<file path="src/song.hex">
// One byte per word: upper nibble is the note or tag, lower nibble the duration or flags
32
51
71
C3
02
F1
00
00
00
00
00
00
00
00
00
00

</file>
<file path="src/piano_pkg.sv">
/*
 Note codes and tone table shared by the piano trainer datapath.
 The half periods assume a 50 MHz clock and cover C4 up to C5.
 Codes 13 and 14 are unused and are treated like note_none.
*/
package piano_pkg;

    localparam int num_keys     = 13;
    localparam int octave_width = 2;
    localparam int div_width    = 17;

    typedef logic [3:0]              note_t;
    typedef logic [octave_width-1:0] octave_t;

    localparam note_t note_none = 4'd15;

    // Base half periods in clock cycles, key 0 is the lowest pitch
    localparam logic [div_width-1:0] note_divisor [num_keys] = '{
        17'd95556, 17'd90194, 17'd85132, 17'd80353,
        17'd75843, 17'd71586, 17'd67569, 17'd63776,
        17'd60197, 17'd56818, 17'd53630, 17'd50620,
        17'd47778
    };

endpackage

</file>
<file path="src/song_pkg.sv">
/*
 Song memory word layout. Each 8-bit word is either a note entry
 or a control entry; a tag of end_tag in the upper nibble marks control.
 Note fields are raw 4-bit codes so this package stands on its own.
*/
package song_pkg;

    typedef struct packed {
        logic [3:0] note;
        logic [3:0] duration;
    } note_entry_t;

    typedef struct packed {
        logic [3:0] tag;
        logic [3:0] flags;
    } ctrl_entry_t;

    typedef union packed {
        note_entry_t note;
        ctrl_entry_t ctrl;
    } song_word_t;

    localparam logic [3:0] end_tag = 4'hF;

    // Flags bit that restarts the song at address 0
    localparam int flag_loop = 0;

endpackage

</file>
<file path="src/beat_metronome.sv">
/*
 120 BPM metronome, one beat is CLOCK_FREQ/2 cycles.
 CLOCK_FREQ must be at least 4. The beat count stops at 15.
*/
module beat_metronome #(
    parameter int CLOCK_FREQ = 50_000_000
) (
    input  logic       clock,
    input  logic       rst,
    input  logic       metro_clear,
    input  logic       metro_run,
    output logic       beat_pulse,
    output logic       half_beat,
    output logic [3:0] beats
);

    localparam int BEAT_CYCLES = CLOCK_FREQ / 2;
    localparam int CNT_W       = $clog2(BEAT_CYCLES);

    logic [CNT_W-1:0] cycle_cnt;

    always_ff @(posedge clock) begin
        if (rst || metro_clear) begin
            cycle_cnt  <= '0;
            beat_pulse <= 1'b0;
            beats      <= '0;
        end else begin
            beat_pulse <= 1'b0;
            if (metro_run) begin
                if (cycle_cnt == CNT_W'(BEAT_CYCLES - 1)) begin
                    cycle_cnt  <= '0;
                    beat_pulse <= 1'b1;
                    // Saturate so long notes never wrap
                    if (beats != 4'hF) begin
                        beats <= beats + 1'b1;
                    end
                end else begin
                    cycle_cnt <= cycle_cnt + 1'b1;
                end
            end
        end
    end

    assign half_beat = (cycle_cnt >= CNT_W'(BEAT_CYCLES / 2));

endmodule

</file>
<file path="src/key_debouncer.sv">
/*
 Per-bit debouncer. raw must already be synchronous to clock.
 A new level is accepted DEBOUNCE_TIME+1 cycles after it settles.
 DEBOUNCE_TIME must be at least 1.
*/
module key_debouncer #(
    parameter int WIDTH         = 13,
    parameter int DEBOUNCE_TIME = 4
) (
    input  logic             clock,
    input  logic             rst,
    input  logic [WIDTH-1:0] raw,
    output logic [WIDTH-1:0] stable
);

    localparam int CNT_W = $clog2(DEBOUNCE_TIME + 1);

    logic [CNT_W-1:0] cnt [WIDTH];

    always_ff @(posedge clock) begin
        if (rst) begin
            stable <= '0;
            for (int i = 0; i < WIDTH; i++) begin
                cnt[i] <= '0;
            end
        end else begin
            for (int i = 0; i < WIDTH; i++) begin
                // Any return to the accepted level restarts the wait
                if (raw[i] == stable[i]) begin
                    cnt[i] <= '0;
                end else if (cnt[i] == CNT_W'(DEBOUNCE_TIME)) begin
                    stable[i] <= raw[i];
                    cnt[i]    <= '0;
                end else begin
                    cnt[i] <= cnt[i] + 1'b1;
                end
            end
        end
    end

endmodule

</file>
<file path="src/note_capture.sv">
/*
 Encodes the debounced keys and registers the lowest pressed key.
 Only the press edge is captured, so holding a key does not re-arm it.
*/
module note_capture
    import piano_pkg::*;
(
    input  logic                clock,
    input  logic                rst,
    input  logic [num_keys-1:0] keys,
    input  logic                capture,
    input  logic                clear_note,
    output note_t               played_note,
    output logic                note_made
);

    note_t key_code;
    logic  made_q;
    logic  press_edge;

    // Lowest set key wins
    always_comb begin
        key_code = note_none;
        for (int i = num_keys - 1; i >= 0; i--) begin
            if (keys[i]) begin
                key_code = note_t'(i);
            end
        end
    end

    assign note_made  = |keys;
    assign press_edge = note_made & ~made_q;

    always_ff @(posedge clock) begin
        if (rst) begin
            made_q      <= 1'b0;
            played_note <= note_none;
        end else begin
            made_q <= note_made;
            if (clear_note) begin
                played_note <= note_none;
            end else if (capture && press_edge) begin
                played_note <= key_code;
            end
        end
    end

endmodule

</file>
<file path="src/piano_datapath.sv">
/*
 Piano trainer datapath. All control strobes come from an outside FSM.
 The song word at addr is valid one cycle after addr changes.
 SONG_DEPTH should be a power of two; counters wrap at SONG_DEPTH.
*/
module piano_datapath
    import piano_pkg::*, song_pkg::*;
#(
    parameter int CLOCK_FREQ    = 50_000_000,
    parameter int DEBOUNCE_TIME = 500_000,
    parameter int SONG_DEPTH    = 16,
    parameter int TIMEOUT_BEATS = 10
) (
    input  logic                clock,
    input  logic                rst,
    input  logic [num_keys-1:0] keys,
    input  logic                enter,
    input  logic                capture,
    input  logic                clear_note,
    input  logic                clear_addr,
    input  logic                step_addr,
    input  logic                clear_round,
    input  logic                step_round,
    input  logic                record,
    input  logic                metro_clear,
    input  logic                metro_run,
    input  logic                timer_clear,
    input  logic                timer_run,
    input  logic                show_song,
    input  logic                leds_on,
    input  logic                play,
    input  octave_t             octave,
    output logic                enter_pulse,
    output logic                note_made,
    output logic                note_ok,
    output logic                duration_ok,
    output logic                song_end,
    output logic                song_loop,
    output logic                addr_eq_round,
    output logic                timeout,
    output logic                beat_pulse,
    output logic [num_keys-1:0] leds,
    output logic                buzzer,
    output note_t               played_note,
    output note_t               song_note
);

    localparam int ADDR_W = $clog2(SONG_DEPTH);
    localparam int TO_W   = $clog2(TIMEOUT_BEATS + 1);

    logic [num_keys-1:0] keys_deb;
    logic                enter_deb;
    logic                enter_q;
    logic [ADDR_W-1:0]   addr;
    logic [ADDR_W-1:0]   round;
    logic [TO_W-1:0]     timeout_cnt;
    logic [3:0]          beats;
    song_word_t          rdata;
    song_word_t          wdata;
    note_t               shown_note;

    key_debouncer #(.WIDTH(num_keys), .DEBOUNCE_TIME(DEBOUNCE_TIME)) u_key_deb (
        .clock  (clock),
        .rst    (rst),
        .raw    (keys),
        .stable (keys_deb)
    );

    key_debouncer #(.WIDTH(1), .DEBOUNCE_TIME(DEBOUNCE_TIME)) u_enter_deb (
        .clock  (clock),
        .rst    (rst),
        .raw    (enter),
        .stable (enter_deb)
    );

    note_capture u_note_capture (
        .clock       (clock),
        .rst         (rst),
        .keys        (keys_deb),
        .capture     (capture),
        .clear_note  (clear_note),
        .played_note (played_note),
        .note_made   (note_made)
    );

    beat_metronome #(.CLOCK_FREQ(CLOCK_FREQ)) u_beat_metronome (
        .clock       (clock),
        .rst         (rst),
        .metro_clear (metro_clear),
        .metro_run   (metro_run),
        .beat_pulse  (beat_pulse),
        .half_beat   (),
        .beats       (beats)
    );

    // Recorded entries take the note just played and its length in beats
    assign wdata.note.note     = played_note;
    assign wdata.note.duration = beats;

    song_memory #(.SONG_DEPTH(SONG_DEPTH)) u_song_memory (
        .clock (clock),
        .addr  (addr),
        .write (record),
        .wdata (wdata),
        .rdata (rdata)
    );

    always_ff @(posedge clock) begin
        if (rst) begin
            enter_q     <= 1'b0;
            enter_pulse <= 1'b0;
            addr        <= '0;
            round       <= '0;
            timeout_cnt <= '0;
        end else begin
            enter_q     <= enter_deb;
            enter_pulse <= enter_deb & ~enter_q;

            if (clear_addr) begin
                addr <= '0;
            end else if (step_addr) begin
                addr <= addr + 1'b1;
            end

            if (clear_round) begin
                round <= '0;
            end else if (step_round) begin
                round <= round + 1'b1;
            end

            // Beats without a press, held once the limit is reached
            if (timer_clear) begin
                timeout_cnt <= '0;
            end else if (timer_run && beat_pulse && !timeout) begin
                timeout_cnt <= timeout_cnt + 1'b1;
            end
        end
    end

    assign timeout       = (timeout_cnt == TO_W'(TIMEOUT_BEATS));
    assign addr_eq_round = (round == addr);

    // Same word read both ways
    assign song_note   = rdata.note.note;
    assign note_ok     = (played_note == rdata.note.note);
    assign duration_ok = (beats == rdata.note.duration);
    assign song_end    = (rdata.ctrl.tag == end_tag);
    assign song_loop   = song_end && rdata.ctrl.flags[flag_loop];

    assign shown_note = show_song ? song_note : played_note;

    always_comb begin
        leds = '0;
        if (leds_on && (shown_note < num_keys)) begin
            leds = num_keys'(1) << shown_note;
        end
    end

    tone_generator u_tone_generator (
        .clock  (clock),
        .rst    (rst),
        .play   (play),
        .note   (shown_note),
        .octave (octave),
        .buzzer (buzzer)
    );

endmodule

</file>
<file path="src/song_memory.sv">
/*
 Single-port song RAM with a registered read, preloaded from song.hex.
 A write returns the old word on rdata in the same cycle.
 SONG_DEPTH should be a power of two.
*/
module song_memory
    import song_pkg::*;
#(
    parameter int SONG_DEPTH = 16
) (
    input  logic                          clock,
    input  logic [$clog2(SONG_DEPTH)-1:0] addr,
    input  logic                          write,
    input  song_word_t                    wdata,
    output song_word_t                    rdata
);

    song_word_t mem [SONG_DEPTH];

    initial begin
        $readmemh("/design/src/song.hex", mem);
    end

    always_ff @(posedge clock) begin
        if (write) begin
            mem[addr] <= wdata;
        end
        rdata <= mem[addr];
    end

endmodule

</file>
<file path="src/tone_generator.sv">
/*
 Square wave for the buzzer. Half period is the table entry shifted
 right by octave. Note codes outside the key range keep it silent.
 The counter is loaded while idle, so set the note before raising play.
*/
module tone_generator
    import piano_pkg::*;
(
    input  logic    clock,
    input  logic    rst,
    input  logic    play,
    input  note_t   note,
    input  octave_t octave,
    output logic    buzzer
);

    logic [div_width-1:0] half_period;
    logic [div_width-1:0] cnt;
    logic                 active;

    assign active = play && (note < num_keys);

    always_comb begin
        half_period = '0;
        if (note < num_keys) begin
            half_period = note_divisor[note] >> octave;
        end
    end

    always_ff @(posedge clock) begin
        if (rst || !active) begin
            cnt    <= half_period - 1'b1;
            buzzer <= 1'b0;
        end else if (cnt == '0) begin
            cnt    <= half_period - 1'b1;
            buzzer <= ~buzzer;
        end else begin
            cnt <= cnt - 1'b1;
        end
    end

endmodule
</file>
<file path="config.mk">
export PLATFORM = sky130hd
export DESIGN_NAME = piano_datapath
export DESIGN_NICKNAME = d
export VERILOG_FILES = /design/src/piano_pkg.sv /design/src/song_pkg.sv /design/src/beat_metronome.sv /design/src/key_debouncer.sv /design/src/note_capture.sv /design/src/piano_datapath.sv /design/src/song_memory.sv /design/src/tone_generator.sv
export SDC_FILE = /design/constraint.sdc
export NUM_CORES = 1
export LEC_CHECK = 0
export ABC_CLOCK_PERIOD_IN_PS = 9700
export BUFFER_PORTS_ARGS = -buffer_cell sky130_fd_sc_hd__buf_4
export CAP_MARGIN = 25
export CORE_ASPECT_RATIO = 0.8
export CORE_MARGIN = 2
export CORE_UTILIZATION = 45
export DETAILED_ROUTE_END_ITERATION = 12
export GPL_TIMING_DRIVEN = 0
export MAX_ROUTING_LAYER = met4
export SETUP_SLACK_MARGIN = 0.15
export SYNTH_ARGS = -nofsm -noshare
export SYNTH_HDL_FRONTEND = slang
export SYNTH_HIERARCHICAL = 1
export SYNTH_SLANG_ARGS = --single-unit
export TNS_END_PERCENT = 100
</file>
<file path="constraint.sdc">
create_clock -name clock -period 9.7 [get_ports clock]
set_input_delay 0.485 -clock clock [delete_from_list [all_inputs] [get_ports clock]]
set_output_delay 0.485 -clock clock [all_outputs]
set_load 0.005 [all_outputs]
</file>
## Word level (Yosys, flattened, before mapping)

Memories as Yosys holds them, arrays and structs flattened. A register that Yosys moved wholly into a read port is not among the register bits.
Index checks and enable logic that the tools add are counted.

| storage, ports and cells | value |
|---|---|
| flip-flop bits (word level) | 81 |
| bits in writable memories | 394 |
| ROM bits | 272 |
| word-level logic and storage cells | 410 |
| memories | 4 |

| cells by class | value |
|---|---|
| add/subtract/negate cells | 21 |
| magnitude comparators | 2 |
| equality and inequality tests | 35 |
| shift-type cells | 2 |
| muxes and demuxes | 225 |
| bitwise gates (word level) | 60 |
| reductions and logical operators | 35 |

Memories:

| name | depth | bits a word | rd ports | clocked after memory_dff | write ports | line | text |
|---|---|---|---|---|---|---|---|
| (no name shown) | 16 | 17 | 1 | 0 | 0 | tone_generator.sv:26 | `half_period = note_divisor[note] >> octave;` |
| u_key_deb.cnt | 13 | 19 | 13 | 0 | 13 | key_debouncer.sv:18 | `logic [CNT_W-1:0] cnt [WIDTH];` |
| u_song_memory.mem | 16 | 8 | 1 | 1 | 1 | song_memory.sv:18 | `song_word_t mem [SONG_DEPTH];` |
| u_enter_deb.cnt | 1 | 19 | 1 | 0 | 1 | key_debouncer.sv:18 |  |

Operator list:

| kind | number |
|---|---|
| 19-bit 2-to-1 mux | 42 |
| 19-bit by 1-bit adder with 19-bit output, second input constant | 14 |
| 19-bit == test, second input constant | 14 |
| 1-bit 2-to-1 mux | 162 |
| 17-bit 2-to-1 mux | 5 |
| 19-bit OR reduction | 3 |
| 1-bit OR | 39 |
| 4-bit 2-to-1 mux | 9 |
| 17-bit by 1-bit subtractor with 17-bit output, second input constant | 2 |
| 2-bit AND reduction | 14 |
| 25-bit by 1-bit adder with 25-bit output, second input constant | 1 |
| 25-bit == test, second input constant | 1 |
| 25-bit 2-to-1 mux | 1 |
| 1-bit NOT | 18 |
| 17-bit logical NOT | 1 |
| 17-bit by 2-bit right shift with 17-bit output | 1 |
| 4-bit by 1-bit adder with 4-bit output, second input constant | 4 |
| 1-bit == test | 14 |
| 13-bit 2-to-1 mux | 1 |
| 13-bit OR reduction | 1 |
| 1-bit by 4-bit << shifter with 13-bit output, first input constant | 1 |
| 4-bit == test | 3 |
| 3-bit 2-to-1 mux | 4 |
| 2-bit OR reduction | 5 |
| other kinds (11) | 20 |

## Logic depth before layout (Yosys ltp)

Gate-level depths: netlist (run 1).

| depth | value |
|---|---|
| depth after elaboration | 13 |
| mapped depth | 17 |
| mapped depth without buffers | 13 |

## Hierarchy

Netlist (run 1), hierarchy kept.

By module, submodules not included:

| module | instances | cells an instance | area each (um2) | seq. area each (um2) |
|---|---|---|---|---|
| key_debouncer at u_key_deb | 1 | 1421 | 14611.5 | 7677.4 |
| song_memory | 1 | 230 | 5067.4 | 4003.8 |
| tone_generator | 1 | 316 | 2353.5 | 360.3 |
| beat_metronome | 1 | 183 | 1590.3 | 600.6 |
| key_debouncer at u_enter_deb | 1 | 111 | 1141.1 | 590.6 |
| piano_datapath | 1 | 117 | 957.2 | 280.3 |
| note_capture | 1 | 40 | 336.6 | 100.1 |

## Worst setup path after synthesis (run 1)

Ideal clock, no wire load.

| timing | value |
|---|---|
| kind | in2reg |
| start point | input port show_song |
| end point | register u_tone_generator.cnt[10] |
| library setup time | 0.134 ns |
| arrival time | 3.893 ns |
| data required time | 9.566 ns |
| slack | 5.672 ns |
| stages on the path | 16 |
| buffers on the path | 4 |
| cells stage by stage | buf_2 buf_2 nand2_1 nand2_1 buf_2 inv_1 ha_1 clkbuf_1 mux2_2 nor2b_1 o41ai_2 ha_1 or3b_1 a2111oi_2 a211o_1 a22oi_1 |

| between the ends | value |
|---|---|
| longest elaborated chain between the ends | 10 |
| elaborated cells on any way between the ends | 14 |
| classes of those cells | 1 x add/sub; 1 x order compare; 1 x shift; 6 x mux; 1 x bitwise; 3 x reduce/logical; 1 x memory |

RTL lines:

| item | line | text |
|---|---|---|
| from (decl) | piano_datapath.sv:29 | `input logic show_song,` |
| 4-bit 2-to-1 mux (*) | piano_datapath.sv:150 | `assign shown_note = show_song ? song_note : played_note;` |
| via shown_note[0] | piano_datapath.sv:60 | `note_t shown_note;` |
| 4-bit NOT with 5-bit output (not written as such) | tone_generator.sv:26 |  |
| memory read 16 x 17 bit | - |  |
| 17-bit 2-to-1 mux (not written as such) (2 in a row) | tone_generator.sv:26 |  |
| 17-bit by 2-bit right shift with 17-bit output | tone_generator.sv:26 |  |
| 17-bit 2-to-1 mux | tone_generator.sv:25 | `if (note < num_keys) begin` |
| 17-bit by 1-bit subtractor with 17-bit output | tone_generator.sv:32, tone_generator.sv:35 |  |
| 17-bit 2-to-1 mux | tone_generator.sv:34 | `end else if (cnt == '0) begin` |
| 17-bit 2-to-1 mux (*) | tone_generator.sv:31 | `if (rst \|\| !active) begin` |
| to (signal assigned) | tone_generator.sv:32 | `cnt <= half_period - 1'b1;` |
| to (signal assigned) | tone_generator.sv:35 | `cnt <= half_period - 1'b1;` |
| to (signal assigned) | tone_generator.sv:38 | `cnt <= cnt - 1'b1;` |
| to (decl) | tone_generator.sv:18 | `logic [div_width-1:0] cnt;` |

The timed path passes the listed nets; every way through them passes the cells marked *. The select of a mux whose other input is x is not followed.
A chain may end at the register's enable or synchronous reset.

## Worst setup path after layout (run 1)

| timing | value |
|---|---|
| start point | register u_note_capture.played_note[0] |
| end point | register u_tone_generator.cnt[12] |

| between the ends | value |
|---|---|
| longest elaborated chain between the ends | 10 |
| elaborated cells on any way between the ends | 14 |
| classes of those cells | 1 x add/sub; 1 x order compare; 1 x shift; 6 x mux; 1 x bitwise; 3 x reduce/logical; 1 x memory |

RTL lines:

| item | line | text |
|---|---|---|
| from (decl) | note_capture.sv:13 | `output note_t played_note,` |
| from (signal assigned) | note_capture.sv:37 | `played_note <= note_none;` |
| from (signal assigned) | note_capture.sv:41 | `played_note <= note_none;` |
| from (signal assigned) | note_capture.sv:43 | `played_note <= key_code;` |
| 4-bit 2-to-1 mux (*) | piano_datapath.sv:150 |  |
| via shown_note[0] | piano_datapath.sv:60 |  |
| 4-bit NOT with 5-bit output (not written as such) | tone_generator.sv:26 |  |
| memory read 16 x 17 bit | - |  |
| 17-bit 2-to-1 mux (not written as such) (2 in a row) | tone_generator.sv:26 |  |
| 17-bit by 2-bit right shift with 17-bit output | tone_generator.sv:26 |  |
| 17-bit 2-to-1 mux | tone_generator.sv:25 |  |
| 17-bit by 1-bit subtractor with 17-bit output | tone_generator.sv:32, tone_generator.sv:35 |  |
| 17-bit 2-to-1 mux | tone_generator.sv:34 |  |
| 17-bit 2-to-1 mux (*) | tone_generator.sv:31 |  |

Marked as above.

==> results.toml, run 1 <==
[status]
outcome = "completed"

[die]
rows = 78
core_um2 = 56900
pin_count = 63
initial_core_util_pct = 45.69
die_area_um2 = 59730
die_h_um = 219.0
fp.dieW_um = 272.7

[worst_setup_path]
worstPathMaxFanout = 23
cp.arrival_ps = 5590
r2r_slack_ps = 4570
worstSetupPathType = "flop to flop"
reg2reg_depth = 14
crit_required_ps = 10160
end_kind = "flop"
cp-start-kind = "flop"
timing.rr.start = "u_note_capture/played_note[0]"
r2r-end = "u_tone_generator/cnt[12]"

[cts]
clock-sinks = 483
numCtsBuffers = 51
clockRootBuffer = "clkbuf_16"
cts_resized = 0
clk_latency_ps = 610
clk_pin_slew_ps = 60
postCtsSetupBuffers = 0
cts.path.max_buffers = 3
cts_tree = "yes"
htreeDepth = 2
cts_hold_buf = 0

[hold_path]
min-delay-start = "metro_clear"
hp-class = "input pin to flop"
holdPathEnd = "u_beat_metronome/beat_pulse"
hold_depth = 2

[global_routing]
use_met1_pct = 26.68
met2_usage_pct = 29.37
grt_pass1_wl_um = 91270
antenna_found_initial = 0
grt_pass1_vias = 18060
grt.busiest_layer = "met2"
met3_usage_pct = 2.528
globalRouteOverflowTotal = 0
grt_use_total_pct = 19.11
grt_max_degree = 25

[place]
dpl.hpwl_um = 38720
port_buffers = 60
gp_congestion = 0.8641
dpl-instance-area_um2 = 28420

[timing]
tightest_slew_ps = 951.1
fmax_mhz = 194.8
slew_violations = 0
rsz0062_at_grt = "no"
fin_tns_setup_ps = 0
finalCriticalPeriod_ps = 5133
holdWs_ps = 73.03
finClkSkew_ps = 18.93
setup_viol = 0
max-slew-margin-rel_pct = 36.51
hold_violations = 0
fin_crit_sh_pct = 52.91

[drt]
routed_via_density = 5.282
drt_iter0_markers = 1265
wirelength_um = 54900
routedWlPerCell_um = 15.27
antenna_violating_nets_post_route = 0
first_pass_iters = 5
dr_total_vias = 18990
drc = 0

[pwr]
vdd_drop_max_mv = 0.1291
p_leak_nw = 10.27
p_per_area_nw_per_um2 = 152.9

[final_layout]
final_area_um2 = 30160
post-route-util_pct = 53.01
diodes = 0
fin_nets = 2868
drive_gt1_share_pct = 9.877
syn_to_final_growth_pct = 16.01

[yosys]
syn_inst = 2409
ys_warn_count = 6
netlist_area_um2 = 26000
syn_avg_cell_area_um2 = 10.79

[job]
max_cap_viol_count = 0
-- cells in the final DEF, fill, tap and decap left out, types with 10 or more instances in the layout --
cell type  count
edfxtp_1     394
nor2_1       322
conb_1       266
nand2_1      137
xnor2_1      135
nand3_1      114
inv_1        108
a21oi_1      103
xor2_1       103
dfxtp_1       89
o21ai_0       87
nand4_1       83
buf_4         70
or3_1         69
nor3_1        61
clkbuf_16     51
clkbuf_1      49
ha_1          44
nor4_1        39
or4_1         35
mux4_2        32
and4_1        30
and3_1        27
o31ai_1       25
nor4b_1       23
buf_2         22
a22oi_1       19
nor2b_1       18
clkbuf_8      13
and2_1        12
nor3b_1       11
mux2i_1       11
o21ai_1       10
or2_2         10
or4_4         10
-- registers in the layout, summed over array words and instances, names as in the netlist --
name / cells
addr: 4
enter_pulse: 1
u_beat_metronome/beat_pulse: 1
u_tone_generator/buzzer: 1
u_beat_metronome/cycle_cnt: 25
u_key_deb/stable: 13
u_enter_deb/cnt: 19
u_key_deb/cnt: 247
enter_q: 1
u_beat_metronome/beats: 4
u_enter_deb/stable: 1
u_note_capture/played_note: 4
u_song_memory/rdata: 8
u_song_memory/mem: 128
round: 4
u_tone_generator/cnt: 17
u_note_capture/made_q: 1
timeout_cnt: 4
-- metrics by stage --
step                total power, W  instances  setup slack, ps
floorplan                 0.002610       2673             5672
global placement          0.002687       3493             4742
detailed placement        0.002696       3497             4633
CTS                       0.004677       3593             4609
global route              0.004808       3595             4180
finish                    0.004613       3595             4567
-- worst max-delay path by stage --
stage | start | to | slack (ps) | cells past startpoint
after floorplan | show_song | u_tone_generator/cnt[10] | 5670 | 16
after global placement | u_note_capture/played_note[0] | u_tone_generator/cnt[14] | 4740 | 14
after detailed placement | u_note_capture/played_note[0] | u_tone_generator/cnt[12] | 4630 | 14
after CTS | u_note_capture/played_note[0] | u_tone_generator/cnt[12] | 4610 | 14
after global routing | u_note_capture/played_note[0] | u_tone_generator/cnt[10] | 4180 | 14
final | u_note_capture/played_note[0] | u_tone_generator/cnt[12] | 4570 | 14
-- routing by layer --
metal,vias to the layer above,routed length (um)
met5,-,0
met4,0,1212
met3,73,2206
met2,300,24630
met1,9108,26860
li1,9508,-
-- layout make-up --
cell class                      instances  area (um^2)
Clock inverter                         17        177.7
Timing Repair Buffer                   66        530.5
Inverter                              108        405.4
Clock buffer                           79         1511
Fill cell                            5059        26740
Multi-Input combinational cell       2007        12580
Sequential cell                       483        13610
Tap cell                              760        950.9
Buffer                                 75        392.9
-- power by group --
| part | internal (W) | leakage [nW] | switching [W] |
|---|---|---|---|
| Combinational | 0.000110 | 4.98 | 0.000152 |
| Clock | 0.00113 | 0.830 | 0.000823 |
| Sequential | 0.00231 | 4.46 | 0.0000835 |
-- worst max-delay path, cell delays in order, from the launching register on --
cell,delay (ps)
dfxtp_1,940
nand2b_1,170
nand2_1,250
buf_2,270
inv_1,110
ha_1,340
clkbuf_1,250
mux2_2,350
nor2b_1,140
o41ai_2,450
ha_1,290
or3b_1,450
nor3_1,650
a31o_2,260
a31oi_1,70
No activity file was read; power rests on OpenSTA's default activity.
==> run 2: changes to the inputs <==
--- a/config.mk
+++ b/config.mk
@@ -5,7 +5,7 @@
 export SDC_FILE = /design/constraint.sdc
 export NUM_CORES = 1
 export LEC_CHECK = 0
-export ABC_CLOCK_PERIOD_IN_PS = 9700
+export ABC_CLOCK_PERIOD_IN_PS = 4920
 export BUFFER_PORTS_ARGS = -buffer_cell sky130_fd_sc_hd__buf_4
 export CAP_MARGIN = 25
 export CORE_ASPECT_RATIO = 0.8
==> constraint.sdc (replaced) <==
create_clock -name clock -period 4.92 [get_ports clock]
set_input_delay 0.246 -clock clock [delete_from_list [all_inputs] [get_ports clock]]
set_output_delay 0.246 -clock clock [all_outputs]
set_load 0.005 [all_outputs]
==> results.toml, run 2 (synthesis gave the netlist of run 1 again) <==
[status]
outcome = "completed"

[final_layout]
drive_gt1_share_pct = 9.892
layout_common_cells = "edfxtp_1, nor2_1, conb_1"
layout_commonest_cell = "edfxtp_1"
final_area_um2 = 30420
fin_nets = 2894
largest_reg_flops = 247
top_register = "u_key_deb/cnt"
nFillCells = 5043
diodes = 0
syn_to_final_growth_pct = 17.00
post-route-util_pct = 53.46
reg.largest.list = "u_key_deb/cnt x247, u_song_memory/mem x128, u_beat_metronome/cycle_cnt x25"

[worst_setup_path]
end_kind = "flop"
worstPathMaxFanout = 23
cp-start-kind = "flop"
cp.arrival_ps = 4900
crit_chain = "nand2b_1 -> nand2_1 -> buf_2 -> inv_1 -> ha_1 -> clkbuf_1 -> mux2_2 -> nor2b_1 -> o41ai_2 -> ha_1 -> or3b_1 -> nor4_2 -> a31oi_1 -> or3_1"
r2r-end = "u_tone_generator/cnt[16]"
crit_required_ps = 5400
critPathSlowestCell = "dfxtp_4"
cp_common_cell = "ha_1"
slowest_delay_ps = 520
reg2reg_depth = 14
critPathTopFamily = "simple AND/OR/NAND/NOR gates"
timing.rr.start = "u_note_capture/played_note[0]"
worstSetupPathType = "flop to flop"
crit_buf_inv = 3
r2r_slack_ps = 500

[drt]
drt_iter0_markers = 1175
routed_via_density = 5.284
antenna_violating_nets_post_route = 0
routedWlPerCell_um = 15.23
dr_total_vias = 19130
first_pass_iters = 5
drc = 0
wirelength_um = 55140

[global_routing]
globalRouteOverflowTotal = 0
antenna_found_initial = 0
grt_use_total_pct = 19.17
met2_usage_pct = 29.59
grt_pass1_vias = 18190
met3_usage_pct = 2.495
grt_max_degree = 25
use_met1_pct = 26.76
grt.busiest_layer = "met2"
grt_pass1_wl_um = 91630

[hold_path]
min-delay-start = "keys[8]"
hold_depth = 4
hp-class = "input pin to flop"
holdPathEnd = "u_key_deb/stable[8]"

[cts]
clockRootBuffer = "clkbuf_16"
clock-sinks = 483
cts_tree = "yes"
clk_pin_slew_ps = 60
clk_latency_ps = 600
postCtsSetupBuffers = 0
numCtsBuffers = 51
cts.path.max_buffers = 3
htreeDepth = 2

[place]
dp_slack_ps = -147.2
gp_congestion = 0.8641
port_buffers = 60
dpl-instance-area_um2 = 28420
dpl.hpwl_um = 38720

[timing]
slew_violations = 0
max-slew-margin-rel_pct = 36.25
finClkSkew_ps = 17.13
fmax_mhz = 226.1
rsz0062_at_grt = "no"
holdWs_ps = 33.95
finalCriticalPeriod_ps = 4422
fin_ws_ps = 497.7
fin_crit_sh_pct = 89.88
hold_violations = 0
setup_viol = 0
tightest_slew_ps = 954.9

[job]
max_cap_viol_count = 0

[die]
fp.dieW_um = 272.7
die_area_um2 = 59730
die_h_um = 219.0
rows = 78
pin_count = 63
initial_core_util_pct = 45.69
core_um2 = 56900

[pwr]
p_per_area_nw_per_um2 = 299.5
p_leak_nw = 10.38
total_power_w = 0.009111
vdd_drop_max_mv = 0.2547
-- run 2: cell types whose count changed in the layout (fill, tap and decap cells not counted), sizes merged --
| cell | delta |
|---|---|
| dlygate4sd3 | +27 |
| buf | -1 |
-- run 2: per-layer routing --
metal | up-vias | wire length, um
met2 | 323 | 24930
met5 | - | 0
met1 | 9178 | 26910
met3 | 71 | 2172
met4 | 0 | 1122
li1 | 9560 | -
-- run 2: layout make-up --
type	count	area, um^2	area share [%]
multi-input cells	2007	12590	41.39
repair buffers	92	773.2	2.542
clock inverters	17	177.7	0.5841
well taps	760	950.9	3.126
flip-flops and latches	483	13620	44.77
inverters	108	405.4	1.333
plain buffers	75	392.9	1.292
clock buffers	79	1511	4.969
-- run 2: stage by stage --
stage	setup TNS, ps	std cells
3_5_place_dp	-660.2	3497
6_report	0	3621
4_1_cts	0	3620
5_1_grt	0	3621
2_1_floorplan	0	2673
3_3_place_gp	-73.74	3493
-- run 2: timing repair --
item,in CTS,in global routing
endpoints found under the hold margin,37,0
hold buffers,27,0
cloned,0,0
setup endpoints to repair,6,6
pin swaps,0,0
gates resized for setup,2,3
-- run 2: how the worst max path moves through the flow --
stage / from / end / slack (ps) / cells past startpoint
after detailed placement: u_note_capture/played_note[0] / u_tone_generator/cnt[12] / -150 / 14
after floorplan: u_note_capture/played_note[0] / u_tone_generator/cnt[10] / 1020 / 14
after global routing: u_note_capture/played_note[0] / u_tone_generator/cnt[16] / 220 / 14
final: u_note_capture/played_note[0] / u_tone_generator/cnt[16] / 500 / 14
after CTS: u_note_capture/played_note[0] / u_tone_generator/cnt[12] / 180 / 14
after global placement: u_note_capture/played_note[0] / u_tone_generator/cnt[14] / -40 / 14
-- run 2: tightest hold or removal path, cell delays in order --
cell and delay, ps:
buf_4 120, inv_1 50, or3_1 110, a21oi_1 60
-- run 2: power breakdown --
group | internal, W | leakage, nW | total (W) | switching [W]
clock network | 0.00223 | 0.830 | 0.00386 | 0.00162
registers | 0.00456 | 4.46 | 0.00472 | 0.000165
logic | 0.000229 | 5.09 | 0.000533 | 0.000303
